==> src/verilog/mac_mem_consts.svh <==
// memory map, disk image sizes and reset timing; include in any block that needs them
`ifndef MAC_MEM_CONSTS_SVH
`define MAC_MEM_CONSTS_SVH

// ------------------------------
// word bases of the download regions
`define ROM_BASE        21'h000000  // os rom at the bottom
`define DSK_INT_BASE    21'h080000  // internal floppy, 512k words up
`define DSK_EXT_BASE    21'h100000  // external floppy, 1M words up

// ------------------------------
// last word offset of a good image, offsets count words
`define DSK_DS_LAST     21'd409599  // 819200 byte image, double sided
`define DSK_SS_LAST     21'd204799  // 409600 byte image, single sided

// reload value of the reset stretcher
`define RESET_HOLD      16'd64

// low word address bits kept by the stand-in memory
`define RAM_AW          12

`endif
==> src/verilog/reset_stretcher.sv <==
// stretched system reset; any source reloads the hold count, the cpu side waits on sys_reset
`timescale 1ns/1ps
`default_nettype none
`include "mac_mem_consts.svh"

module reset_stretcher (
	input  wire  clk8,
	input  wire  reset,
	input  wire  reset_req,    // user reset pulse
	input  wire  rom_loading,  // keep cpu quiet while rom changes
	input  wire  mem_config,   // memory size select
	output logic sys_reset
);

	logic [15:0] rst_cnt;
	logic        mem_config_q;  // last cycle's config
	logic        reload;

	assign reload = reset || reset_req || rom_loading || (mem_config != mem_config_q);

	always_ff @(posedge clk8) begin
		mem_config_q <= mem_config;  // follows input, reset or not
		if (reload)
			rst_cnt <= `RESET_HOLD;
		else if (rst_cnt != 16'd0)
			rst_cnt <= rst_cnt - 16'd1;  // hold runs out
	end

	assign sys_reset = (rst_cnt != 16'd0);

	// every source shows on sys_reset the next cycle
	a_source_hold : assert property (
		@(posedge clk8) disable iff (reset)
		(reset_req || rom_loading) |=> sys_reset
	) else $error("reset_stretcher: source did not raise sys_reset");

endmodule

`default_nettype wire

==> config.mk <==
export PLATFORM = sky130hd
export DESIGN_NAME = reset_stretcher
export DESIGN_NICKNAME = d
export VERILOG_FILES = /design/src/verilog/reset_stretcher.sv
export VERILOG_INCLUDE_DIRS = /design/src /design/src/verilog
export SDC_FILE = /design/constraint.sdc
export NUM_CORES = 1
export LEC_CHECK = 0
export ABC_AREA = 1
export BUFFER_PORTS_ARGS = -buffer_cell sky130_fd_sc_hd__clkbuf_2
export CAP_MARGIN = 20
export CORE_MARGIN = 4
export CORE_UTILIZATION = 57
export DETAILED_ROUTE_END_ITERATION = 16
export PLACE_DENSITY = 0.76
export RECOVER_POWER = 50
export SYNTH_ARGS = -nofsm -noshare
export SYNTH_HDL_FRONTEND = slang
export SYNTH_SLANG_ARGS = --single-unit
==> constraint.sdc <==
create_clock -name clk8 -period 1.8 [get_ports clk8]
set_input_delay 0.36 -clock clk8 [delete_from_list [all_inputs] [get_ports clk8]]
set_output_delay 0.36 -clock clk8 [all_outputs]
set_load 0.02 [all_outputs]
==> flow_metrics.py, run 1 <==
metrics = {
    "sta": {
        "holdWs_ns": 0.210,
        "rsz0062_at_grt": "no",
        "fin_skew_ns": 0.00445,
        "setup_viol": 0,
        "relSlewSlack_pct": 76.9,
        "fmax_ghz": 0.593,
        "min_period_ns": 1.69,
        "maxSlewViolCount": 0,
        "hold_viol": 0,
        "fin_tns_setup_ns": 0,
        "fin_ws_ns": 0.113,
        "worstMarginPinSlew_ns": 0.345,
        "period_share_pct": 93.7,
    },
    "grt": {
        "grt_pass1_wl_um": 3170,
        "first_global_vias": 761,
        "track_usage_pct": 16.5,
        "gr-total-overflow": 0,
        "antenna_found_initial": 0,
        "grt_max_degree": 12,
    },
    "floorplanning": {
        "io_pins": 6,
        "core_area_um2": 1540,
        "die_height_um": 48.7,
        "die_w_um": 48.7,
        "start_util_pct": 61.4,
        "num_rows": 14,
        "die_area_um2": 2380,
    },
    "setup_path": {
        "crit_chain": "nor2_1, nand2_1, nor2_2, nand2_1, clkbuf_4",
        "crit_arrival_ns": 1.33,
        "startpoint_type": "flip-flop",
        "timing.critical_path.mode_cell": "nand2_1",
        "cp_slowest_cell": "dfxtp_1",
        "endpoint_kind": "primary output",
        "cp_top_family": "simple AND/OR/NAND/NOR gates",
        "worstPathMaxFanout": 4,
        "slowest_delay_ns": 0.35,
        "critical_path_buf_inv_count": 1,
        "critPathKind": "flip-flop to primary output",
        "cp.required_ns": 1.44,
    },
    "clock_network": {
        "tritoncts": "built",
        "cts_made_buffers": 3,
        "clock_latency_ns": 0.28,
        "clk_pin_slew_ns": 0.10,
        "htreeDepth": 1,
        "clkSinkCount": 17,
        "cts_buffer_depth": 2,
        "cts-root-buf": "clkbuf_4",
    },
    "detailed_routing": {
        "wire_per_inst_um": 11.2,
        "drt-pass1-iter-count": 4,
        "vias": 839,
        "routed_wl_um": 1880,
        "drc": 0,
        "drt_iter0_drc": 21,
        "vias_per_cell": 4.99,
        "ant_nets": 0,
    },
    "synth": {
        "synth_xor_xnor_area_share_pct": 6.48,
        "synthCells": 145,
        "synth.largest_area_cell": "dfxtp_1",
        "netlist_area_um2": 946,
        "yosysWarnings": 0,
        "ys_types": 20,
        "ys_top_cells_by_count": "43 x nand2_1, 36 x nor2_1, 17 x dfxtp_1, 10 x nand3_1, 9 x inv_1",
        "avgSynthCellArea_um2": 6.52,
        "synth_edf_count": 0,
        "seq_area_frac_synth_pct": 36.0,
        "synth_simple_gate_area_share_pct": 45.8,
        "ys_ff_latch": 17,
        "synth.most_common_cell": "nand2_1",
        "synthFlopType": "dfxtp_1",
        "synth_area_leaders": "dfxtp_1 36%, nand2_1 17%, nor2_1 14%",
        "synthMuxAreaShare_pct": 0,
        "synthAdderAreaFrac_pct": 1.32,
        "synth-compound-area-share_pct": 2.91,
        "synth_top_family_by_area": "simple AND/OR/NAND/NOR gates",
        "synthArstFlopShare_pct": 0,
        "synth_top_area_share_pct": 36.0,
        "synth_nets": 151,
    },
    "placement": {
        "routabilityCongestion": 0.895,
        "place_ws_ns": 0.258,
        "io_buffers": 5,
        "place_area_um2": 957,
        "place_hpwl_um": 1400,
    },
    "pwr": {
        "p_leak_nw": 0.499,
        "ir_worst_vdd_mv": 0.481,
        "total_power_uw": 677,
        "powerDensity_nw_per_um2": 670,
    },
    "hold_path": {
        "hold_path_class": "input pin to flip-flop",
    },
    "final_layout": {
        "stdcell_area_um2": 1010,
        "diodes": 0,
        "finalNetCount": 159,
        "area_delta_synth_final_pct": 6.88,
        "register_area_um2": 343,
        "fill_cells": 152,
        "multi_input_area_um2": 549,
        "layout-drive-gt1-share_pct": 15.8,
    },
    "job": {
        "maxCapViolations": 0,
    },
    "status": {
        "status": "complete, no violations",
    },
}
==> cell type report <==
| cell class | instances | share of cell area (%) |
|---|---|---|
| clock inverters | 1 | 0.495 |
| well taps | 16 | 1.98 |
| inverters | 10 | 3.71 |
| multi-input cells | 115 | 54.3 |
| clock buffers | 3 | 2.23 |
| repair buffers | 6 | 3.34 |
| flip-flops and latches | 17 | 33.9 |
==> final timing paths <==
path,depth (start not counted),endpoint,startpoint,slack [ns]
worst min register to register,2,rst_cnt[0],rst_cnt[0],0.51
worst min-delay path,1,mem_config_q,mem_config,0.21
worst max register to register,7,rst_cnt[6],rst_cnt[1],0.30
worst max-delay path,5,sys_reset,rst_cnt[13],0.11
==> layer usage <==
| metal | up-vias | global-route usage, % | wire [um] | part of all wire [%] |
|---|---|---|---|---|
| met3 | 2 | 1.84 | 70 | 3.7 |
| met2 | 14 | 27.0 | 907 | 48 |
| met5 | - | 0 | 0 | 0 |
| met1 | 367 | 21.8 | 883 | 47 |
| met4 | 0 | 6.73 | 14 | 0.75 |
| li1 | 456 | - | - | - |
==> report_power, final <==
part	internal (mW)	switching [mW]
sequential	0.382	0.00632
combinational	0.0348	0.0533
clock	0.0824	0.118
total	0.500	0.177
==> logic make-up (layout without fill, tap and decap cells) <==
family / Yosys count / after routing
flops: 17 / 17
compound gates: 5 / 5
buf+inv: 13 / 20
fa+ha+maj: 1 / 1
simple gates: 102 / 102
xor+xnor: 7 / 7
==> registers in the layout (all words and copies together), names as in the netlist <==
register,cells
rst_cnt,16
mem_config_q,1
==> timing repair <==
action,4_1_cts,5_1_grt
pin swaps,1,2
endpoints found under the setup margin,1,1
setup buffers,0,1
hold buffers,0,0
resized for setup,4,5
==> placed cells by master, fill, tap and decap left out <==
master    netlist  final
o21ai_0         1      1
dfxtp_2         0      2
or2_2           1      1
nand3_1        10     10
or2_1           1      1
xor2_1          4      4
ha_4            0      1
nand2_2         2      1
dfxtp_1        17     15
and3_1          1      1
nand4_1         1      1
clkbuf_1        0      1
nor2_1         36     34
nor2_4          1      1
inv_2           1      1
xnor2_1         3      3
clkbuf_2        0      3
nand2_1        43     44
nor2_2          6      8
a21oi_1         3      3
clkinv_2        0      1
inv_1           9      9
buf_4           0      1
clkbuf_4        0      4
a21boi_0        1      1
==> metrics by stage <==
| step | utilization [%] | instances |
|---|---|---|
| detailed placement | 62.1 | 163 |
| finish | 65.6 | 168 |
| global route | 65.6 | 168 |
| floorplan | - | 145 |
| CTS | 64.9 | 167 |
| global placement | 62.1 | 163 |
Note: power is estimated with default switching activity, not from simulation.
==> run 2: changes to the inputs <==
--- a/config.mk
+++ b/config.mk
@@ -8,7 +8,7 @@
 export LEC_CHECK = 0
 export ABC_AREA = 1
 export BUFFER_PORTS_ARGS = -buffer_cell sky130_fd_sc_hd__clkbuf_2
-export CAP_MARGIN = 20
+export CAP_MARGIN = 30
 export CORE_MARGIN = 4
 export CORE_UTILIZATION = 57
 export DETAILED_ROUTE_END_ITERATION = 16
==> constraint.sdc (replaced) <==
create_clock -name clk8 -period 1.67 [get_ports clk8]
set_input_delay 0.334 -clock clk8 [delete_from_list [all_inputs] [get_ports clk8]]
set_output_delay 0.334 -clock clk8 [all_outputs]
set_load 0.02 [all_outputs]
==> flow_metrics.py, run 2 (synthesized netlist as in run 1, its figures left out) <==
metrics = {
    "setup_path": {
        "r2r_start": "rst_cnt[0]",
        "crit_chain": "nor2_2, nand2_2, nor2_4, nand2_4, clkbuf_8",
        "reg2reg_to": "rst_cnt[3]",
        "r2r_slack_ns": 0.17,
        "cp_slowest_cell": "dfxtp_1",
        "cp_num_cells": 5,
        "crit_arrival_ns": 1.32,
        "cp-startpoint": "rst_cnt[6]",
        "slowest_delay_ns": 0.37,
        "endpoint_kind": "primary output",
        "cp.required_ns": 1.34,
        "critical_path_buf_inv_count": 1,
        "rr_worst_depth": 8,
        "critPathKind": "flip-flop to primary output",
        "endpoint": "sys_reset",
        "cp_top_family": "simple AND/OR/NAND/NOR gates",
        "startpoint_type": "flip-flop",
        "worstPathMaxFanout": 6,
    },
    "clock_network": {
        "clkSinkCount": 17,
        "tritoncts": "built",
        "cts-root-buf": "clkbuf_4",
        "cts_made_buffers": 3,
        "clock_latency_ns": 0.29,
        "htreeDepth": 1,
        "cts_buffer_depth": 2,
        "clk_pin_slew_ns": 0.10,
    },
    "final_layout": {
        "top_register": "rst_cnt",
        "final_common_cell": "nand2_1",
        "fill_cells": 115,
        "finalNetCount": 166,
        "biggestRegsByFlops": "rst_cnt (16), mem_config_q (1)",
        "largest_register_ffs": 16,
        "layout_common_cells": "40 x nand2_1, 32 x nor2_1, 13 x dfxtp_1",
        "area_delta_synth_final_pct": 18.1,
        "post-route-util_pct": 72.5,
        "diodes": 0,
        "stdcell_count": 175,
        "layout-drive-gt1-share_pct": 25.2,
    },
    "grt": {
        "grt_pass1_wl_um": 3450,
        "antenna_found_initial": 0,
        "first_global_vias": 830,
        "gr-total-overflow": 0,
        "grt_max_degree": 12,
        "track_usage_pct": 18.1,
    },
    "detailed_routing": {
        "vias": 927,
        "ant_nets": 0,
        "drt_iter0_drc": 37,
        "wire_per_inst_um": 12.4,
        "drt-pass1-iter-count": 4,
        "vias_per_cell": 5.30,
        "drc": 0,
        "routed_wl_um": 2170,
    },
    "sta": {
        "maxSlewViolCount": 0,
        "fin_ws_ns": 0.0132,
        "hold_viol": 0,
        "holdWs_ns": 0.179,
        "worstMarginPinSlew_ns": 0.353,
        "setup_viol": 0,
        "min_period_ns": 1.66,
        "fmax_ghz": 0.604,
        "fin_skew_ns": 0.00180,
        "period_share_pct": 99.2,
        "relSlewSlack_pct": 76.4,
    },
    "pwr": {
        "power.internal_uw": 555,
        "swShare_pct": 27.7,
        "clkPwrFrac_pct": 29.3,
        "ir_worst_vdd_mv": 0.538,
        "comb_power_share_pct": 16.1,
        "total_power_uw": 768,
        "p_leak_nw": 0.548,
        "seqPwrFrac_pct": 54.6,
        "powerDensity_nw_per_um2": 687,
        "power_switching_uw": 213,
    },
    "floorplanning": {
        "die_w_um": 48.7,
        "io_pins": 6,
        "start_util_pct": 61.4,
        "num_rows": 14,
        "core_area_um2": 1540,
        "die_area_um2": 2380,
        "die_height_um": 48.7,
    },
    "placement": {
        "place_ws_ns": 0.125,
        "placed_cells": 163,
        "io_buffers": 5,
        "routabilityCongestion": 0.922,
        "place_hpwl_um": 1410,
    },
    "job": {
        "maxCapViolations": 0,
    },
    "hold_path": {
        "hold_path_class": "input pin to flip-flop",
    },
    "status": {
        "status": "complete, no violations",
    },
}
[run 2: worst min path at each step]
stage | from | endpoint | depth (start not counted)
after floorplan | mem_config | mem_config_q | 0
after global placement | mem_config | mem_config_q | 1
final | mem_config | mem_config_q | 1
after CTS | mem_config | mem_config_q | 1
after global routing | mem_config | mem_config_q | 1
after detailed placement | mem_config | mem_config_q | 1
[run 2: area by class of cell]
cell class / count / area (um^2) / share of cell area [%]
flip-flops and latches: 17 / 348 / 31.1
clock inverters: 1 / 5.00 / 0.448
inverters: 10 / 40.0 / 3.58
clock buffers: 3 / 22.5 / 2.02
multi-input cells: 115 / 589 / 52.7
well taps: 16 / 20.0 / 1.79
repair buffers: 13 / 92.6 / 8.29
[run 2: power groups by stage]
stage | sequential, mW | combinational, mW | clock (mW)
2_1_floorplan | 0.426 | 0.0768 | 0
3_3_place_gp | 0.427 | 0.0909 | 0
3_5_place_dp | 0.428 | 0.0921 | 0
4_1_cts | 0.419 | 0.102 | 0.228
5_1_grt | 0.420 | 0.136 | 0.248
6_report | 0.419 | 0.123 | 0.225
[run 2: metal layers]
layer  vias up  part of all wire, %  global-route usage [%]
met4         0                  3.4                    9.42
met1       409                   43                    22.0
met5         -                    0                       0
li1        474                    -                       -
met3        10                  6.7                    3.99
met2        34                   47                    29.6
[run 2: repair_timing]
| action | 4_1_cts | 5_1_grt |
|---|---|---|
| setup endpoints to repair | 1 | 1 |
| pin swaps | 3 | 4 |
| resized for setup | 14 | 11 |
| hold buffers | 0 | 0 |
| buffers inserted | 1 | 7 |
[run 2: stage by stage]
stage / instance area, um^2 / TNS [ns]
after CTS: 1040 / 0
after floorplan: 946 / 0
after detailed placement: 957 / 0
final: 1120 / 0
after global placement: 957 / 0
after global routing: 1120 / -0.00516
