## config.mk

```make
export PLATFORM = sky130hd
export DESIGN_NAME = rom_disk_loader
export DESIGN_NICKNAME = d
export VERILOG_FILES = /design/src/verilog/mac_mem_pkg.sv /design/src/verilog/rom_disk_loader.sv
export VERILOG_INCLUDE_DIRS = /design/src /design/src/verilog
export SDC_FILE = /design/constraint.sdc
export NUM_CORES = 1
export LEC_CHECK = 0
export BUFFER_PORTS_ARGS = -buffer_cell sky130_fd_sc_hd__buf_2
export CORE_MARGIN = 10
export CORE_UTILIZATION = 25
export DETAILED_ROUTE_END_ITERATION = 6
export GPL_TIMING_DRIVEN = 1
export PLACE_DENSITY = 0.59
export SETUP_SLACK_MARGIN = 0.4
export SKIP_CTS_REPAIR_TIMING = 1
export SYNTH_ARGS = -nofsm -noshare
export SYNTH_HDL_FRONTEND = slang
export SYNTH_SLANG_ARGS = --single-unit
```

## constraint.sdc

```tcl
create_clock -name clk8 -period 4.8 [get_ports clk8]
set_input_delay 0.96 -clock clk8 [delete_from_list [all_inputs] [get_ports clk8]]
set_output_delay 0.96 -clock clk8 [all_outputs]
set_load 0.02 [all_outputs]
```

## src/verilog/mac_mem_consts.svh

```systemverilog
// memory map, disk image sizes and reset timing; include in any block that needs them
`ifndef MAC_MEM_CONSTS_SVH
`define MAC_MEM_CONSTS_SVH

// ------------------------------
// word bases of the download regions
`define ROM_BASE        21'h000000  // os rom at the bottom
`define DSK_INT_BASE    21'h080000  // internal floppy, 512k words up
`define DSK_EXT_BASE    21'h100000  // external floppy, 1M words up

// ------------------------------
// last word offset of a good image, offsets count words
`define DSK_DS_LAST     21'd409599  // 819200 byte image, double sided
`define DSK_SS_LAST     21'd204799  // 409600 byte image, single sided

// reload value of the reset stretcher
`define RESET_HOLD      16'd64

// low word address bits kept by the stand-in memory
`define RAM_AW          12

`endif
```

## src/verilog/mac_mem_pkg.sv

```systemverilog
// shared types of the memory subsystem; import inside each module that uses them
`default_nettype none

package mac_mem_pkg;

	// ------------------------------
	// bus sequencer slots, in issue order
	typedef enum logic [1:0] {
		SLOT_VIDEO = 2'd0,  // sequenced only
		SLOT_IO    = 2'd1,
		SLOT_CPU   = 2'd2,
		SLOT_DL    = 2'd3   // spare slot, given to downloads
	} bus_slot_t;

	// one word from the download source
	typedef struct packed {
		logic [1:0]  index;   // 0 rom, 1 internal disk, 2 external disk
		logic [20:0] offset;  // word offset inside the image
		logic [15:0] data;
	} dl_word_t;

	// one cpu access, held stable while req is up
	typedef struct packed {
		logic [21:0] addr;       // byte address
		logic [15:0] wdata;
		logic        uds;        // upper byte strobe, active high
		logic        lds;        // lower byte strobe, active high
		logic        we;         // write when set
		logic        disk_byte;  // floppy byte read, needs demux
	} cpu_req_t;

	// command to the word memory
	typedef struct packed {
		logic [20:0] addr;  // word address
		logic [15:0] data;
		logic [1:0]  be;    // {upper, lower}
		logic        we;
		logic        re;
	} mem_cmd_t;

endpackage

`default_nettype wire

```

## src/verilog/rom_disk_loader.sv

```systemverilog
// download writer; places rom and floppy images in the shared memory and reports disk type
`timescale 1ns/1ps
`default_nettype none
`include "mac_mem_consts.svh"

module rom_disk_loader (
	input  wire                    clk8,
	input  wire                    reset,
	input  wire                    dl_downloading,  // level, wraps a whole image
	input  wire                    dl_req,
	input  mac_mem_pkg::dl_word_t  dl_word,
	output logic                   dl_ack,
	input  mac_mem_pkg::bus_slot_t slot,
	input  wire  [1:0]             disk_eject,      // per drive, from the os
	output mac_mem_pkg::mem_cmd_t  mem_cmd,
	output logic                   rom_loading,
	output logic [1:0]             disk_inserted,
	output logic [1:0]             disk_sides
);
	import mac_mem_pkg::*;

	logic        wr_fire;    // word goes to memory this cycle
	logic [20:0] base;       // region base of the current word
	logic [1:0]  last_idx;   // index of last accepted word
	logic [20:0] last_off;   // its offset, decides the image size
	logic        dl_down_q;
	logic        dl_fell;
	logic [1:0]  dsk_ds;     // double sided image per drive
	logic [1:0]  dsk_ss;     // single sided image per drive

	// ------------------------------
	// word write
	always_comb begin
		case (dl_word.index)
			2'd0:    base = `ROM_BASE;
			2'd1:    base = `DSK_INT_BASE;
			default: base = `DSK_EXT_BASE;  // 2, and 3 falls in here too
		endcase
	end

	assign wr_fire = dl_req && !dl_ack && (slot == SLOT_DL);  // only the spare slot

	always_comb begin
		mem_cmd.addr = base + dl_word.offset;
		mem_cmd.data = dl_word.data;
		mem_cmd.be   = 2'b11;  // whole words only
		mem_cmd.we   = wr_fire;
		mem_cmd.re   = 1'b0;   // loader never reads
	end

	always_ff @(posedge clk8) begin
		if (reset) begin
			dl_ack    <= 1'b0;
			last_idx  <= 2'd3;  // no image yet
			dl_down_q <= 1'b0;
		end else begin
			dl_down_q <= dl_downloading;
			if (wr_fire) begin
				dl_ack   <= 1'b1;  // cycle after the write
				last_idx <= dl_word.index;
			end else if (dl_ack && !dl_req) begin
				dl_ack <= 1'b0;  // four-phase return
			end
		end
	end

	// offset is payload, follows last_idx
	always_ff @(posedge clk8) begin
		if (wr_fire)
			last_off <= dl_word.offset;
	end

	// ------------------------------
	// image size at end of download
	assign dl_fell = dl_down_q && !dl_downloading;

	always_ff @(posedge clk8) begin
		if (reset) begin
			dsk_ds <= 2'b00;
			dsk_ss <= 2'b00;
		end else begin
			for (int d = 0; d < 2; d++) begin
				if (disk_eject[d]) begin  // eject wins
					dsk_ds[d] <= 1'b0;
					dsk_ss[d] <= 1'b0;
				end else if (dl_fell && (last_idx == 2'(d + 1))) begin
					dsk_ds[d] <= (last_off == `DSK_DS_LAST);
					dsk_ss[d] <= (last_off == `DSK_SS_LAST);
				end
			end
		end
	end

	assign disk_inserted = dsk_ds | dsk_ss;  // any known size
	assign disk_sides    = dsk_ds;
	assign rom_loading   = dl_downloading && (last_idx == 2'd0);

	// ack only answers a pending request
	a_ack_needs_req : assert property (
		@(posedge clk8) disable iff (reset)
		$rose(dl_ack) |-> $past(dl_req)
	) else $error("rom_disk_loader: ack rose without req");

	// write sits in the download slot and is answered next cycle
	a_write_slot : assert property (
		@(posedge clk8) disable iff (reset)
		mem_cmd.we |-> (slot == SLOT_DL) ##1 dl_ack
	) else $error("rom_disk_loader: write outside download slot");

endmodule

`default_nettype wire

```

==> results of run 1 <==
## layout make-up
class,instances,share of cell area
clock buffer,5,0.0421
clock inverter,3,0.0398
inverter,1,0.00230
multi-input combinational,47,0.195
sequential,29,0.484
tap,72,0.0551
timing repair buffer,59,0.182
## power groups by stage
stage | Sequential (uW) | Combinational, uW | Clock [uW]
5_1_grt | 280 | 60.6 | 320
4_1_cts | 279 | 56.6 | 305
3_3_place_gp | 285 | 55.9 | 0
6_report | 279 | 54.9 | 297
3_5_place_dp | 285 | 56.4 | 0
2_1_floorplan | 285 | 60.2 | 0
## state kept, by name, summed over array words and instances (netlist names)
register and flops:
dl_ack 1, last_idx 2, disk_sides 2, dl_down_q 1, dsk_ss 2, last_off 21
## critical path, cell delays in order
cell,delay (ps)
buf_2,100
nor2b_1,120
ha_1,180
xnor2_1,160
xnor2_1,130
buf_2,180
## cells by family (layout without fill, tap and decap cells)
kind of cell,Yosys count,after routing,synth area share
buffers and inverters,40,68,0.211
AND/OR/NAND/NOR,36,36,0.173
flip-flops,29,29,0.564
AO/OA/AOI/OAI,5,5,0.0250
other,2,3,0.00535
XOR/XNOR,2,2,0.0125
adder cells (fa/ha/maj),1,1,0.00892
## routing by layer
layer | global-route usage | up-vias
li1 | - | 421
met1 | 0.0683 | 374
met2 | 0.0950 | 44
met3 | 0.0341 | 2
met4 | 0.0249 | 0
met5 | 0 | -
## cell usage in the layout, fill, tap and decap left out
master | netlist | routed
buf_2 | 0 | 58
edfxtp_1 | 21 | 21
nand2_1 | 11 | 11
dfxtp_1 | 8 | 8
nand4_1 | 5 | 5
clkbuf_8 | 0 | 5
nand3b_1 | 4 | 4
a211oi_1 | 4 | 4
nor2b_1 | 3 | 3
conb_1 | 2 | 3
nand4b_1 | 2 | 2
xnor2_1 | 2 | 2
or2_2 | 2 | 2
nor3b_1 | 2 | 2
and3b_1 | 2 | 2
nor2_1 | 2 | 2
bufinv_16 | 0 | 2
inv_1 | 1 | 1
a21oi_1 | 1 | 1
nand4_4 | 1 | 1
or4b_4 | 1 | 1
nor3_4 | 1 | 1
ha_1 | 1 | 1
clkinv_2 | 0 | 1
buf_4 | 39 | 1
## through the flow
stage	std cells	power, uW
after floorplan	116	345
after global placement	208	341
after global routing	216	660
final	216	632
after CTS	216	641
after detailed placement	208	341
## worst paths after layout
kind,slack (ps),startpoint,end
min,450,dsk_ss[1],dsk_ss[1]
max,2000,dl_word[37],mem_cmd[40]
max reg2reg,3260,last_off[15],disk_sides[1]
min reg2reg,450,dsk_ss[1],dsk_ss[1]
==> flow_metrics.py, run 1 <==
metrics = {
    "grt": {
        "grt_first_pass_wirelength_um": 4190,
        "grt_overflow_total": 0,
        "grt_pass1_vias": 905,
        "antenna_found_initial": 0,
        "grt_start_max_net_pins": 25,
        "grt_use_total": 0.0612,
    },
    "pwr": {
        "power_leakage_uw": 0.000695,
        "swShare": 0.203,
        "combPwrFrac": 0.087,
        "p_sw_uw": 128,
        "power.density_mw_per_mm2": 386,
        "pwr-share-seq": 0.442,
        "irDropWorstVdd_uv": 148,
        "internal_power_uw": 503,
        "pwr-share-clk": 0.471,
    },
    "yosys": {
        "synth.area.top_cells": "edfxtp_1 (45%), buf_4 (21%), dfxtp_1 (11%), nand2_1 (2.9%), nand4_1 (2.2%)",
        "synth_ff_type": "edfxtp_1",
        "synth_edf_count": 21,
        "yosysMostFrequentCell": "buf_4",
        "yosysTopAreaCell": "edfxtp_1",
        "synth_commonest_cells": "buf_4 (39), edfxtp_1 (21), nand2_1 (11)",
        "ys_ff_latch": 29,
        "synth_seq_area_share": 0.564,
        "ys_types": 21,
        "synth_cells": 115,
        "synth.cell_area_mm2": 0.00140,
        "ys_warn_count": 0,
        "synth_top_area_frac": 0.450,
        "syn_avg_cell_area_um2": 12.2,
        "synthArstFlopShare": 0,
    },
    "place": {
        "hpwl_um": 2290,
        "portBuffers": 58,
        "place_area_mm2": 0.00150,
        "pre_cts_ws_ps": 1980,
        "place_congestion": 0.719,
    },
    "clock_network": {
        "htree_levels": 2,
        "clk_pin_slew_ps": 60,
        "cts_tree": "yes",
        "cts.sinks": 29,
        "clockBufferDepth": 2,
        "clk_latency_ps": 280,
        "cts_buffers": 5,
        "cts-root-buf": "clkbuf_8",
    },
    "floorplanning": {
        "die_h_um": 94.9,
        "start_util": 0.256,
        "ios": 94,
        "die_w_um": 94.9,
        "die-area_mm2": 0.00901,
        "core_area_mm2": 0.00547,
        "num_rows": 27,
    },
    "route": {
        "top_layer": "met4",
        "drc": 0,
        "wl_met3_um": 268,
        "first_pass_iters": 4,
        "vias_per_cell": 3.89,
        "met1_length_um": 1250,
        "wl_met2_um": 1240,
        "wl_per_cell_um": 12.8,
        "ant_nets": 0,
        "routed_wl_um": 2770,
        "drt_iter0_drc": 32,
        "vias": 841,
    },
    "sta": {
        "fmax_mhz": 357,
        "finalCritPeriodShare": 0.583,
        "clock_skew_ps": 5.00,
        "setup_viol": 0,
        "whs_ps": 452,
        "fin_ws_ps": 2000,
        "fin_crit_ps": 2800,
        "hold_viol": 0,
        "tns_ps": 0,
        "maxSlewViolCount": 0,
        "rsz0062_at_grt": "false",
    },
    "hold_path": {
        "hp-class": "reg -> reg",
        "hold_depth": 2,
    },
    "critical_path": {
        "worst_setup_path_start_kind": "primary input",
        "critPathCaptureType": "primary output",
        "required_ps": 3840,
        "crit_arrival_ps": 1840,
        "crit_type": "in -> out",
        "path_max_fanout": 2,
        "rr_worst_depth": 4,
    },
    "finish": {
        "ff_latch_area_um2": 791,
        "multi_input_area_um2": 319,
        "final_util": 0.299,
        "nNetsFinal": 191,
        "drive_gt1_frac": 0.500,
        "fillCellCount": 588,
        "n_antenna_cell": 0,
        "final_area_mm2": 0.00164,
        "areaGrowthSynthToFinish_pct": 16.6,
    },
    "run": {
        "maxCapViolations": 0,
    },
    "outcome": {
        "status": "finished clean",
    },
}
Note: power is estimated with default switching activity, not from simulation.
==> inputs of run 2 (changes only) <==
- PLACE_DENSITY: 0.59 -> 0.61
- clock period: 4.8 -> 2.4 ns (I/O delays scaled with it)
==> run 2 against run 1 <==
Cell area down 3.5%. Core utilization down 1.1 points. Power up 63%. Worst setup slack worse by 1500 ps. Via count unchanged. Sequential power up 100%. Global-route usage up 0.37 points. Critical path type unchanged. Largest cell class unchanged. Highest routed layer unchanged.
==> flow_metrics.py, run 2 (synthesis results as in run 1) <==
metrics = {
    "grt": {
        "grt_use_total": 0.0649,
        "antenna_found_initial": 0,
        "grt_pass1_vias": 942,
        "grt_first_pass_wirelength_um": 4360,
        "grt_start_max_net_pins": 24,
        "grt_overflow_total": 0,
    },
    "floorplanning": {
        "core_area_mm2": 0.00547,
        "die-area_mm2": 0.00901,
        "die_w_um": 94.9,
        "num_rows": 27,
        "ios": 94,
        "die_h_um": 94.9,
        "start_util": 0.256,
    },
    "critical_path": {
        "crit_path_cell_trace": "buf_2, nor2b_1, ha_1, xnor2_1, xnor2_1, buf_2",
        "crit_arrival_ps": 1390,
        "worst_setup_path_start_kind": "primary input",
        "r2r_slack_ps": 870,
        "worst_path_max_delay_cell": "buf_2",
        "slowest_delay_ps": 190,
        "path_max_fanout": 2,
        "required_ps": 1920,
        "crit_type": "in -> out",
        "critPathCaptureType": "primary output",
    },
    "route": {
        "drt_iter0_drc": 12,
        "wl_per_cell_um": 13.4,
        "routed_wl_um": 2880,
        "first_pass_iters": 4,
        "drc": 0,
        "ant_nets": 0,
        "vias_per_cell": 3.91,
        "vias": 841,
    },
    "finish": {
        "final_area_mm2": 0.00158,
        "multi_input_area_um2": 319,
        "regMostFlops": "last_off",
        "areaGrowthSynthToFinish_pct": 12.5,
        "layout_common_cells": "buf_2 (58), edfxtp_1 (21), nand2_1 (11)",
        "largest_register_ffs": 21,
        "drive_gt1_frac": 0.483,
        "nNetsFinal": 191,
        "ff_latch_area_um2": 791,
        "fillCellCount": 584,
        "n_antenna_cell": 0,
        "final_common_cell": "buf_2",
    },
    "pwr": {
        "irDropWorstVdd_uv": 284,
        "swShare": 0.234,
        "internal_power_uw": 790,
        "combPwrFrac": 0.108,
        "pwr-share-clk": 0.350,
        "power_leakage_uw": 0.000666,
        "power.density_mw_per_mm2": 653,
        "pwr-share-seq": 0.542,
        "p_sw_uw": 241,
    },
    "place": {
        "portBuffers": 58,
        "hpwl_um": 2350,
        "pre_cts_ws_ps": 541,
        "place_congestion": 0.631,
        "place_area_mm2": 0.00150,
    },
    "sta": {
        "fin_ws_ps": 528,
        "hold_viol": 0,
        "rsz0062_at_grt": "false",
        "tns_ps": 0,
        "finalCritPeriodShare": 0.780,
        "clock_skew_ps": 6.17,
        "whs_ps": 382,
        "fin_crit_ps": 1870,
        "maxSlewViolCount": 0,
        "fmax_mhz": 534,
        "setup_viol": 0,
    },
    "clock_network": {
        "cts_tree": "yes",
        "htree_levels": 2,
        "clockBufferDepth": 2,
        "clk_latency_ps": 270,
        "cts-root-buf": "clkbuf_8",
        "cts_buffers": 5,
        "cts.sinks": 29,
        "clk_pin_slew_ps": 60,
    },
    "outcome": {
        "status": "finished clean",
    },
    "run": {
        "maxCapViolations": 0,
    },
    "hold_path": {
        "hp-class": "in -> reg",
    },
}
run 2: cell types whose count changed in the layout (fill, tap and decap cells not counted):
cell	change
bufinv_16	-2
clkbuf_1	+1
clkinv_1	+1
clkinv_2	-1
run 2: cell type report:
class / instances / area share
clock buffers: 6 / 0.0460
clock inverters: 1 / 0.00238
inverters: 1 / 0.00238
multi-input cells: 47 / 0.202
flip-flops and latches: 29 / 0.501
well taps: 72 / 0.0571
repair buffers: 59 / 0.189
run 2: through the flow:
stage	utilization	cells	total power (uW)
2_1_floorplan	-	116	690
3_3_place_gp	0.274	208	681
3_5_place_dp	0.274	208	683
4_1_cts	0.288	215	1050
5_1_grt	0.288	215	1080
6_report	0.288	215	1030
run 2: worst max-delay path, delay by kind of cell:
family	cells	cell delay (ps)
buf+inv	2	290
xor+xnor	2	320
fa+ha+maj	1	180
simple gates	1	120
run 2: per-layer routing:
metal / global-route usage / wire [um] / vias to the layer above
li1: - / - / 414
met1: 0.0622 / 1100 / 381
met2: 0.109 / 1430 / 40
met3: 0.0373 / 302 / 6
met4: 0.0349 / 45 / 0
met5: 0 / 0 / -
run 2: power by group through the flow:
stage                     sequential, uW  clock [uW]  combinational, uW
after floorplan                      569           0                120
after global placement               569           0                112
after detailed placement             570           0                113
after CTS                            559         379                113
after global routing                 560         400                121
final                                559         361                111
run 2: final timing paths:
path	start	to	cells after the start
max	dl_word[37]	mem_cmd[40]	6
min	disk_eject[1]	disk_sides[1]	2
max reg2reg	last_off[15]	disk_sides[1]	4
min reg2reg	dsk_ss[0]	dsk_ss[0]	2
