## src/verilog/mac_mem_consts.svh

```systemverilog
// memory map, disk image sizes and reset timing; include in any block that needs them
`ifndef MAC_MEM_CONSTS_SVH
`define MAC_MEM_CONSTS_SVH

// ------------------------------
// word bases of the download regions
`define ROM_BASE        21'h000000  // os rom at the bottom
`define DSK_INT_BASE    21'h080000  // internal floppy, 512k words up
`define DSK_EXT_BASE    21'h100000  // external floppy, 1M words up

// ------------------------------
// last word offset of a good image, offsets count words
`define DSK_DS_LAST     21'd409599  // 819200 byte image, double sided
`define DSK_SS_LAST     21'd204799  // 409600 byte image, single sided

// reload value of the reset stretcher
`define RESET_HOLD      16'd64

// low word address bits kept by the stand-in memory
`define RAM_AW          12

`endif
```

## src/verilog/mac_mem_pkg.sv

```systemverilog
// shared types of the memory subsystem; import inside each module that uses them
`default_nettype none

package mac_mem_pkg;

	// ------------------------------
	// bus sequencer slots, in issue order
	typedef enum logic [1:0] {
		SLOT_VIDEO = 2'd0,  // sequenced only
		SLOT_IO    = 2'd1,
		SLOT_CPU   = 2'd2,
		SLOT_DL    = 2'd3   // spare slot, given to downloads
	} bus_slot_t;

	// one word from the download source
	typedef struct packed {
		logic [1:0]  index;   // 0 rom, 1 internal disk, 2 external disk
		logic [20:0] offset;  // word offset inside the image
		logic [15:0] data;
	} dl_word_t;

	// one cpu access, held stable while req is up
	typedef struct packed {
		logic [21:0] addr;       // byte address
		logic [15:0] wdata;
		logic        uds;        // upper byte strobe, active high
		logic        lds;        // lower byte strobe, active high
		logic        we;         // write when set
		logic        disk_byte;  // floppy byte read, needs demux
	} cpu_req_t;

	// command to the word memory
	typedef struct packed {
		logic [20:0] addr;  // word address
		logic [15:0] data;
		logic [1:0]  be;    // {upper, lower}
		logic        we;
		logic        re;
	} mem_cmd_t;

endpackage

`default_nettype wire

```

## src/verilog/cpu_mem_port.sv

```systemverilog
// cpu memory port; runs cpu accesses in the cpu slot and shapes the returned word
`timescale 1ns/1ps
`default_nettype none

module cpu_mem_port (
	input  wire                    clk8,
	input  wire                    reset,
	input  wire                    sys_reset,
	input  wire                    cpu_req,
	input  mac_mem_pkg::cpu_req_t  cpu_bus,
	output logic                   cpu_ack,
	output logic [15:0]            cpu_rdata,
	input  mac_mem_pkg::bus_slot_t slot,
	input  wire                    downloading,
	output mac_mem_pkg::mem_cmd_t  mem_cmd,
	input  wire  [15:0]            rd_data
);
	import mac_mem_pkg::*;

	logic        take;     // access goes out this cycle
	logic        pend;     // issued, memory answers now
	logic        pend_rd;  // issued access was a read
	logic [15:0] rd_mux;

	assign take = cpu_req && !cpu_ack && !pend && !sys_reset && (slot == SLOT_CPU);

	always_comb begin
		mem_cmd.addr = cpu_bus.addr[21:1];  // byte to word address
		mem_cmd.data = cpu_bus.wdata;
		mem_cmd.be   = {cpu_bus.uds, cpu_bus.lds};
		mem_cmd.we   = take && cpu_bus.we;
		mem_cmd.re   = take && !cpu_bus.we;
	end

	// ------------------------------
	// read data shaping
	// screen stays black while an image loads, disk bytes come doubled
	always_comb begin
		if (downloading)
			rd_mux = 16'hffff;
		else if (cpu_bus.disk_byte)
			rd_mux = cpu_bus.addr[0] ? {rd_data[7:0], rd_data[7:0]}
			                         : {rd_data[15:8], rd_data[15:8]};
		else
			rd_mux = rd_data;
	end

	always_ff @(posedge clk8) begin
		if (reset) begin
			pend    <= 1'b0;
			pend_rd <= 1'b0;
			cpu_ack <= 1'b0;
		end else if (take) begin
			pend    <= 1'b1;
			pend_rd <= !cpu_bus.we;
		end else if (pend) begin
			pend    <= 1'b0;
			cpu_ack <= 1'b1;  // same edge as the data
		end else if (cpu_ack && !cpu_req) begin
			cpu_ack <= 1'b0;
		end
	end

	always_ff @(posedge clk8) begin
		if (pend && pend_rd)
			cpu_rdata <= rd_mux;  // held until next read completes
	end

	// ack answers a request that was up when it rose
	a_ack_with_req : assert property (
		@(posedge clk8) disable iff (reset)
		$rose(cpu_ack) |-> $past(cpu_req)
	) else $error("cpu_mem_port: ack rose without req");

endmodule

`default_nettype wire

```

## config.mk

```make
export PLATFORM = sky130hd
export DESIGN_NAME = cpu_mem_port
export DESIGN_NICKNAME = d
export VERILOG_FILES = /design/src/verilog/mac_mem_consts.svh /design/src/verilog/mac_mem_pkg.sv /design/src/verilog/cpu_mem_port.sv
export SDC_FILE = /design/constraint.sdc
export NUM_CORES = 1
export LEC_CHECK = 0
export ABC_CLOCK_PERIOD_IN_PS = 2700
export BUFFER_PORTS_ARGS = -buffer_cell sky130_fd_sc_hd__buf_4
export CAP_MARGIN = 25
export CORE_MARGIN = 2
export CORE_UTILIZATION = 38
export DETAILED_ROUTE_END_ITERATION = 7
export PLACE_DENSITY = 0.84
export SLEW_MARGIN = 20
export SYNTH_ARGS = -nofsm -noshare
export SYNTH_HDL_FRONTEND = slang
export SYNTH_SLANG_ARGS = --single-unit
```

## constraint.sdc

```tcl
create_clock -name clk8 -period 2.7 [get_ports clk8]
set_clock_uncertainty 0.15 [all_clocks]
set_input_delay 0.81 -clock clk8 [delete_from_list [all_inputs] [get_ports clk8]]
set_output_delay 0.81 -clock clk8 [all_outputs]
set_load 0.02 [all_outputs]
```

==> results.toml, run 1 <==
[logic_synthesis]
synth_most_common_cell = "buf_4"
yosysTopAreaCell = "edfxtp_1"
yosys-top-cells-area = "edfxtp_1, buf_4, a211o_1, nand2_1, dfxtp_1"
synth_nets = 182
synth_seq_cells = 19
yosys_warnings = 0
synth_top_area_frac = 0.400
synthCells = 117
synthFlopType = "edfxtp_1"
ys_types = 18
synth_common_cells = "buf_4, nand2_1, edfxtp_1"
netlist_area_um2 = 1200
synth_edf_count = 16
synthArstFlopShare = 0
yosysSeqAreaShare = 0.450
synth.avg_cell_area_um2 = 10.3

[power_and_ir_drop]
p_leak_nw = 0.563
p_per_area_nw_per_um2 = 417
p_clk_frac = 0.262
pwr-share-seq = 0.595
peakVddDrop_mv = 0.103
power_frac_comb = 0.143
p_int_mw = 0.420
swShare = 0.221
netSwitchingPower_mw = 0.119

[placement]
hpwl_mm = 2.76
gp_congestion = 0.777
portBuffers = 44
pre_cts_slack_ns = 0.185

[cts]
numCtsBuffers = 3
cts_resized = 0
clk_path_buf_depth = 2
ctsHoldBuffers = 0
cts_tree = "done"
h-tree-depth = 1
post_cts_buffers = 0
path_clk_slew_ns = 0.10
insertion_delay_ns = 0.29
cts_sinks = 19
cts_root_buffer = "clkbuf_4"

[floorplanning]
io_pins = 123
die-width_um = 60.2
core-area_um2 = 3030
placementRows = 20
die_h_um = 60.2
start_util = 0.397
fp.dieArea_um2 = 3630

[detailed_routing]
wirelength_mm = 3.21
drtIter0Drc = 40
num_vias = 804
ant_nets = 0
wl_per_cell_um = 19.5
drcViolationCount = 0
post_drt_via_cell_ratio = 4.87
drt_first_pass_iters = 4

[sta]
setup_viol_count_final = 0
holdWs_ns = 0.374
fmax_ghz = 0.397
fin_setup_tns_ns = 0
timing.slew.headroom = 0.524
period_needed_ns = 2.52
rsz0062_at_grt = "no"
hold_violations = 0
drv_slew = 0
tightestPinTransition_ns = 0.715
fin_crit_sh = 0.934
worst_slack_ns = 0.179

[layout]
multi_input_area_um2 = 342
drive_gt1_frac = 0.421
seq_area_um2 = 541
diodes = 0
syn_to_final_growth_pct = 7.71
nFillCells = 272
nets = 187

[status]
outcome = "complete, no violations"

[setup_path]
arrival_ns = 1.56
crit_path_start_kind = "input port"
cp-end-kind = "output pin"
cp.required_ns = 1.74
critPathKind = "input port to output pin"
crit_fanout = 3

[global_route]
met3_usage = 0.141
grtUsageMet2 = 0.317
grtUsageTotal = 0.179
grt_pass1_wl_mm = 4.57
grt_start_max_net_pins = 17
overflow = 0
grt_busiest_layer = "met2"
grt_pass1_vias = 795
antenna_found_initial = 0
met1_usage = 0.148

[hold_path]
hp-class = "register to register"

[job]
cap_violations = 0
per-layer routing:
metal | part of all wire | routed length, µm | vias up
li1 | - | - | 368
met1 | 0.26 | 838 | 354
met2 | 0.54 | 1720 | 78
met3 | 0.20 | 627 | 4
met4 | 0.0081 | 26 | 0
met5 | 0 | 0 | -
cells by family after synthesis:
family	synth area share
AO/OA/AOI/OAI	0.0667
AND/OR/NAND/NOR	0.218
buffers and inverters	0.266
flip-flops	0.450
state kept, by name, indices dropped and copies added (netlist names):
name and flops:
cpu_rdata 16, cpu_ack 1, pend 1, pend_rd 1
worst paths after layout:
path | startpoint | end | slack (ns) | cells past startpoint
setup / recovery | sys_reset | mem_cmd[1] | 0.18 | 4
hold / removal | pend_rd | pend_rd | 0.37 | 2
setup reg to reg | pend | cpu_rdata[0] | 1.16 | 1
hold reg to reg | pend_rd | pend_rd | 0.37 | 2
critical path, stage by stage:
cell	delay, ns
buf_4	0.12
nor4b_4	0.25
and3_4	0.24
buf_4	0.14
cell type report:
type / count / share of cell area
Sequential cell: 19 / 0.418
Multi-Input combinational cell: 54 / 0.264
Timing Repair Buffer: 44 / 0.255
Tap cell: 44 / 0.0426
Clock buffer: 4 / 0.0203
cells in the final DEF (no fill, tap or decap), drive strengths merged:
cell and count:
nor4b 1, nor3 1, and2 1, a21oi 2
dfxtp 3, nand2b 1, nor2b 2, nor2 3
buf 44, a211o 8, clkbuf 4, nand3b 8
edfxtp 16, nand2 18, and3 9
power groups by stage:
stage	logic (mW)	registers (mW)	clock network, mW
2_1_floorplan	0.121	0.328	0
3_3_place_gp	0.0739	0.327	0
3_5_place_dp	0.0770	0.327	0
4_1_cts	0.0774	0.320	0.146
5_1_grt	0.0847	0.321	0.157
6_report	0.0771	0.320	0.141
per-stage QoR:
| stage | cells | power (mW) | utilization | cell area (µm²) |
|---|---|---|---|---|
| 3_5_place_dp | 161 | 0.404 | 0.419 | 1270 |
| 4_1_cts | 165 | 0.544 | 0.427 | 1290 |
| 2_1_floorplan | 117 | 0.449 | - | 1200 |
| 6_report | 165 | 0.539 | 0.427 | 1290 |
| 5_1_grt | 165 | 0.562 | 0.427 | 1290 |
| 3_3_place_gp | 161 | 0.401 | 0.419 | 1270 |
Power figures use the tool's default switching activity.
==> run 2: changes to the inputs <==
ABC_CLOCK_PERIOD_IN_PS = 3200   (was 2700)
RECOVER_POWER = 100   (was unset)
clock period = 3.2 ns   (was 2.7 ns; I/O delays follow)
==> results.toml, run 2 (synthesized netlist as in run 1, its figures left out) <==
[layout]
syn_to_final_growth_pct = 0.833
final_common_cell = "buf_4"
seq_area_um2 = 541
multi_input_area_um2 = 334
diodes = 0
largest-register = "cpu_rdata"
nFillCells = 302
drive_gt1_frac = 0.240
nets = 187
final_cell_mix = "buf_4, clkbuf_1, nand2_1"
design_area_um2 = 1210
largest_reg_flops = 16

[setup_path]
arrival_ns = 1.82
cp.required_ns = 2.09
crit_path_start_kind = "input port"
crit_fanout = 3
critPathKind = "input port to output pin"
cp-end-kind = "output pin"

[cts]
cts_root_buffer = "clkbuf_4"
h-tree-depth = 1
cts_sinks = 19
cts_resized = 0
ctsHoldBuffers = 0
numCtsBuffers = 3
post_cts_buffers = 0
cts_tree = "done"
clk_path_buf_depth = 2
path_clk_slew_ns = 0.11
insertion_delay_ns = 0.29

[detailed_routing]
post_drt_via_cell_ratio = 4.98
drt_first_pass_iters = 4
ant_nets = 0
drtIter0Drc = 42
drcViolationCount = 0
num_vias = 822
wirelength_mm = 3.24
wl_per_cell_um = 19.6

[power_and_ir_drop]
p_per_area_nw_per_um2 = 375
p_leak_nw = 0.489
peakVddDrop_mv = 0.0972

[floorplanning]
core-area_um2 = 3030
start_util = 0.397
placementRows = 20
io_pins = 123
fp.dieArea_um2 = 3630
die_h_um = 60.2
die-width_um = 60.2

[sta]
drv_slew = 0
timing.slew.headroom = 0.319
tightestPinTransition_ns = 1.02
fin_crit_sh = 0.914
hold_violations = 0
period_needed_ns = 2.93
fmax_ghz = 0.342
setup_viol_count_final = 0
fin_setup_tns_ns = 0
rsz0062_at_grt = "no"

[status]
outcome = "complete, no violations"

[global_route]
grt_pass1_wl_mm = 4.49
grtUsageTotal = 0.176
antenna_found_initial = 0
grt_start_max_net_pins = 17
overflow = 0
grt_pass1_vias = 808

[placement]
portBuffers = 44
place_area_um2 = 1270
hpwl_mm = 2.72
gp_congestion = 0.777

[hold_path]
hp-class = "register to register"

[job]
cap_violations = 0
[run 2: cell types whose count changed in the layout (fill, tap and decap cells not counted)]
cell	change
buf_4	-21
nand2_1	+1
clkbuf_4	+1
and3_4	-1
nand2_2	-1
clkbuf_1	+20
and2_0	+1
and3_1	+1
and2_1	-1
[run 2: where the power goes]
group | switching, mW | internal, mW
clock | 0.0721 | 0.0484
sequential | 0.000727 | 0.270
combinational | 0.0288 | 0.0344
total | 0.102 | 0.352
[run 2: cell type report]
type / instances / share of cell area
clock buffer: 4 / 0.0217
multi-input combinational: 54 / 0.276
sequential: 19 / 0.446
tap: 44 / 0.0455
timing repair buffer: 44 / 0.211
[run 2: final timing paths]
kind,from,to,slack (ns),cells after the start
setup / recovery,sys_reset,mem_cmd[1],0.27,4
setup reg to reg,pend,cpu_rdata[3],1.44,1
hold reg to reg,pend_rd,pend_rd,0.39,2
hold / removal,pend_rd,pend_rd,0.39,2
[run 2: per-layer routing]
metal | global-route usage | vias to the layer above | share of wire
met5 | 0 | - | 0
met4 | 0.0508 | 0 | 0.0083
li1 | - | 372 | -
met1 | 0.140 | 368 | 0.27
met2 | 0.317 | 78 | 0.53
met3 | 0.147 | 4 | 0.19
[run 2: critical path, cell delays in order]
cell,delay (ns)
buf_4,0.12
nor4b_4,0.24
and3_1,0.24
clkbuf_1,0.25
[run 2: stage by stage]
| stage | hold WS (ns) | utilization | instances | setup WS [ns] | power (mW) |
|---|---|---|---|---|---|
| after global placement | 0.330 | 0.419 | 161 | 0.413 | 0.338 |
| after detailed placement | 0.386 | 0.419 | 161 | 0.388 | 0.341 |
| after floorplan | 0.309 | - | 117 | 0.508 | 0.379 |
| final | 0.392 | 0.400 | 165 | 0.274 | 0.454 |
| after global routing | 0.425 | 0.400 | 165 | 0.233 | 0.478 |
| after CTS | 0.414 | 0.427 | 165 | 0.388 | 0.459 |
==> run 3: changes to the inputs <==
ABC_CLOCK_PERIOD_IN_PS = 2600   (was 3200)
CORE_UTILIZATION = 32   (was 38)
HOLD_SLACK_MARGIN = 0.15   (was unset)
PLACE_DENSITY = 0.76   (was 0.84)
clock period = 2.6 ns   (was 3.2 ns; I/O delays follow)
==> results.toml, run 3 (synthesized netlist as in run 1, its figures left out) <==
[floorplanning]
core-area_um2 = 3630
die-width_um = 65.3
start_util = 0.331
placementRows = 22
die_h_um = 65.3
io_pins = 123
fp.dieArea_um2 = 4260

[layout]
seq_area_um2 = 541
syn_to_final_growth_pct = 3.23
final_common_cell = "buf_4"
drive_gt1_frac = 0.256
multi_input_area_um2 = 334
diodes = 0
finalNonFillerCells = 169
nets = 187
largest_reg_flops = 16
final_cell_mix = "buf_4, clkbuf_1, nand2_1"
final_util = 0.341
nFillCells = 388
largest-register = "cpu_rdata"
design_area_um2 = 1240

[cts]
insertion_delay_ns = 0.24
cts_sinks = 19
numCtsBuffers = 3
cts_root_buffer = "clkbuf_8"
path_clk_slew_ns = 0.06
ctsHoldBuffers = 0
cts_resized = 0
h-tree-depth = 1
post_cts_buffers = 0
clk_path_buf_depth = 2
cts_tree = "done"

[global_route]
grt_pass1_wl_mm = 4.32
overflow = 0
antenna_found_initial = 0
grt_pass1_vias = 794
grt_start_max_net_pins = 17
grtUsageTotal = 0.135

[setup_path]
critPathBufInv = 2
crit_path_start_kind = "input port"
cp-end-kind = "output pin"
critPathKind = "input port to output pin"
arrival_ns = 1.56
crit_fanout = 3
critPathTopFamily = "simple AND/OR/NAND/NOR gates"
cp_num_cells = 4
path_cells = "buf_4 -> nor4b_4 -> and3_1 -> buf_4"
cp.required_ns = 1.67
cp_common_cell = "buf_4"
critPathSlowestCell = "nor4b_4"
r2r_cells = 1
max_stage_delay_ns = 0.26

[placement]
place_inst = 165
portBuffers = 44
gp_congestion = 0.728
place_area_um2 = 1270
pre_cts_slack_ns = 0.120

[detailed_routing]
ant_nets = 0
post_drt_via_cell_ratio = 4.87
drcViolationCount = 0
drtIter0Drc = 96
wl_per_cell_um = 18.8
drt_first_pass_iters = 4
num_vias = 823
wirelength_mm = 3.18

[sta]
fin_setup_tns_ns = 0
fmax_ghz = 0.402
hold_violations = 0
period_needed_ns = 2.49
holdWs_ns = 0.352
drv_slew = 0
rsz0062_at_grt = "no"
tightestPinTransition_ns = 0.976
setup_viol_count_final = 0
worst_slack_ns = 0.115
fin_crit_sh = 0.956
timing.slew.headroom = 0.349

[status]
outcome = "complete, no violations"

[power_and_ir_drop]
total_power_mw = 0.605
peakVddDrop_mv = 0.134
p_per_area_nw_per_um2 = 488
p_leak_nw = 0.505

[hold_path]
hp-class = "register to register"
hold_path_depth = 2

[job]
cap_violations = 0
## run 3: path summary, 6_finish.rpt
| check | slack (ns) | endpoint | start |
|---|---|---|---|
| setup reg to reg | 0.89 | cpu_rdata[15] | pend |
| hold reg to reg | 0.35 | pend_rd | pend_rd |
| setup / recovery | 0.11 | mem_cmd[1] | sys_reset |
| hold / removal | 0.35 | pend_rd | pend_rd |
## run 3: final cells by class
| cell class | count | area share |
|---|---|---|
| Sequential cell | 19 | 0.436 |
| Multi-Input combinational cell | 54 | 0.269 |
| Timing Repair Buffer | 44 | 0.210 |
| Tap cell | 48 | 0.0484 |
| Clock buffer | 4 | 0.0363 |
## run 3: metal layers
layer | part of all wire | global-route usage | vias to the layer above
li1 | - | - | 371
met1 | 0.27 | 0.0994 | 378
met2 | 0.55 | 0.279 | 68
met3 | 0.17 | 0.0753 | 6
met4 | 0.013 | 0.0391 | 0
met5 | 0 | 0 | -
## run 3: tightest hold or removal path: stages, from the launching register on
cell	delay (ns)
dfxtp_1	0.32
a21oi_1	0.05
nor3_2	0.09
## run 3: power breakdown
part,internal (mW),switching (mW)
Sequential,0.332,0.000882
Combinational,0.0427,0.0365
Clock,0.108,0.0843
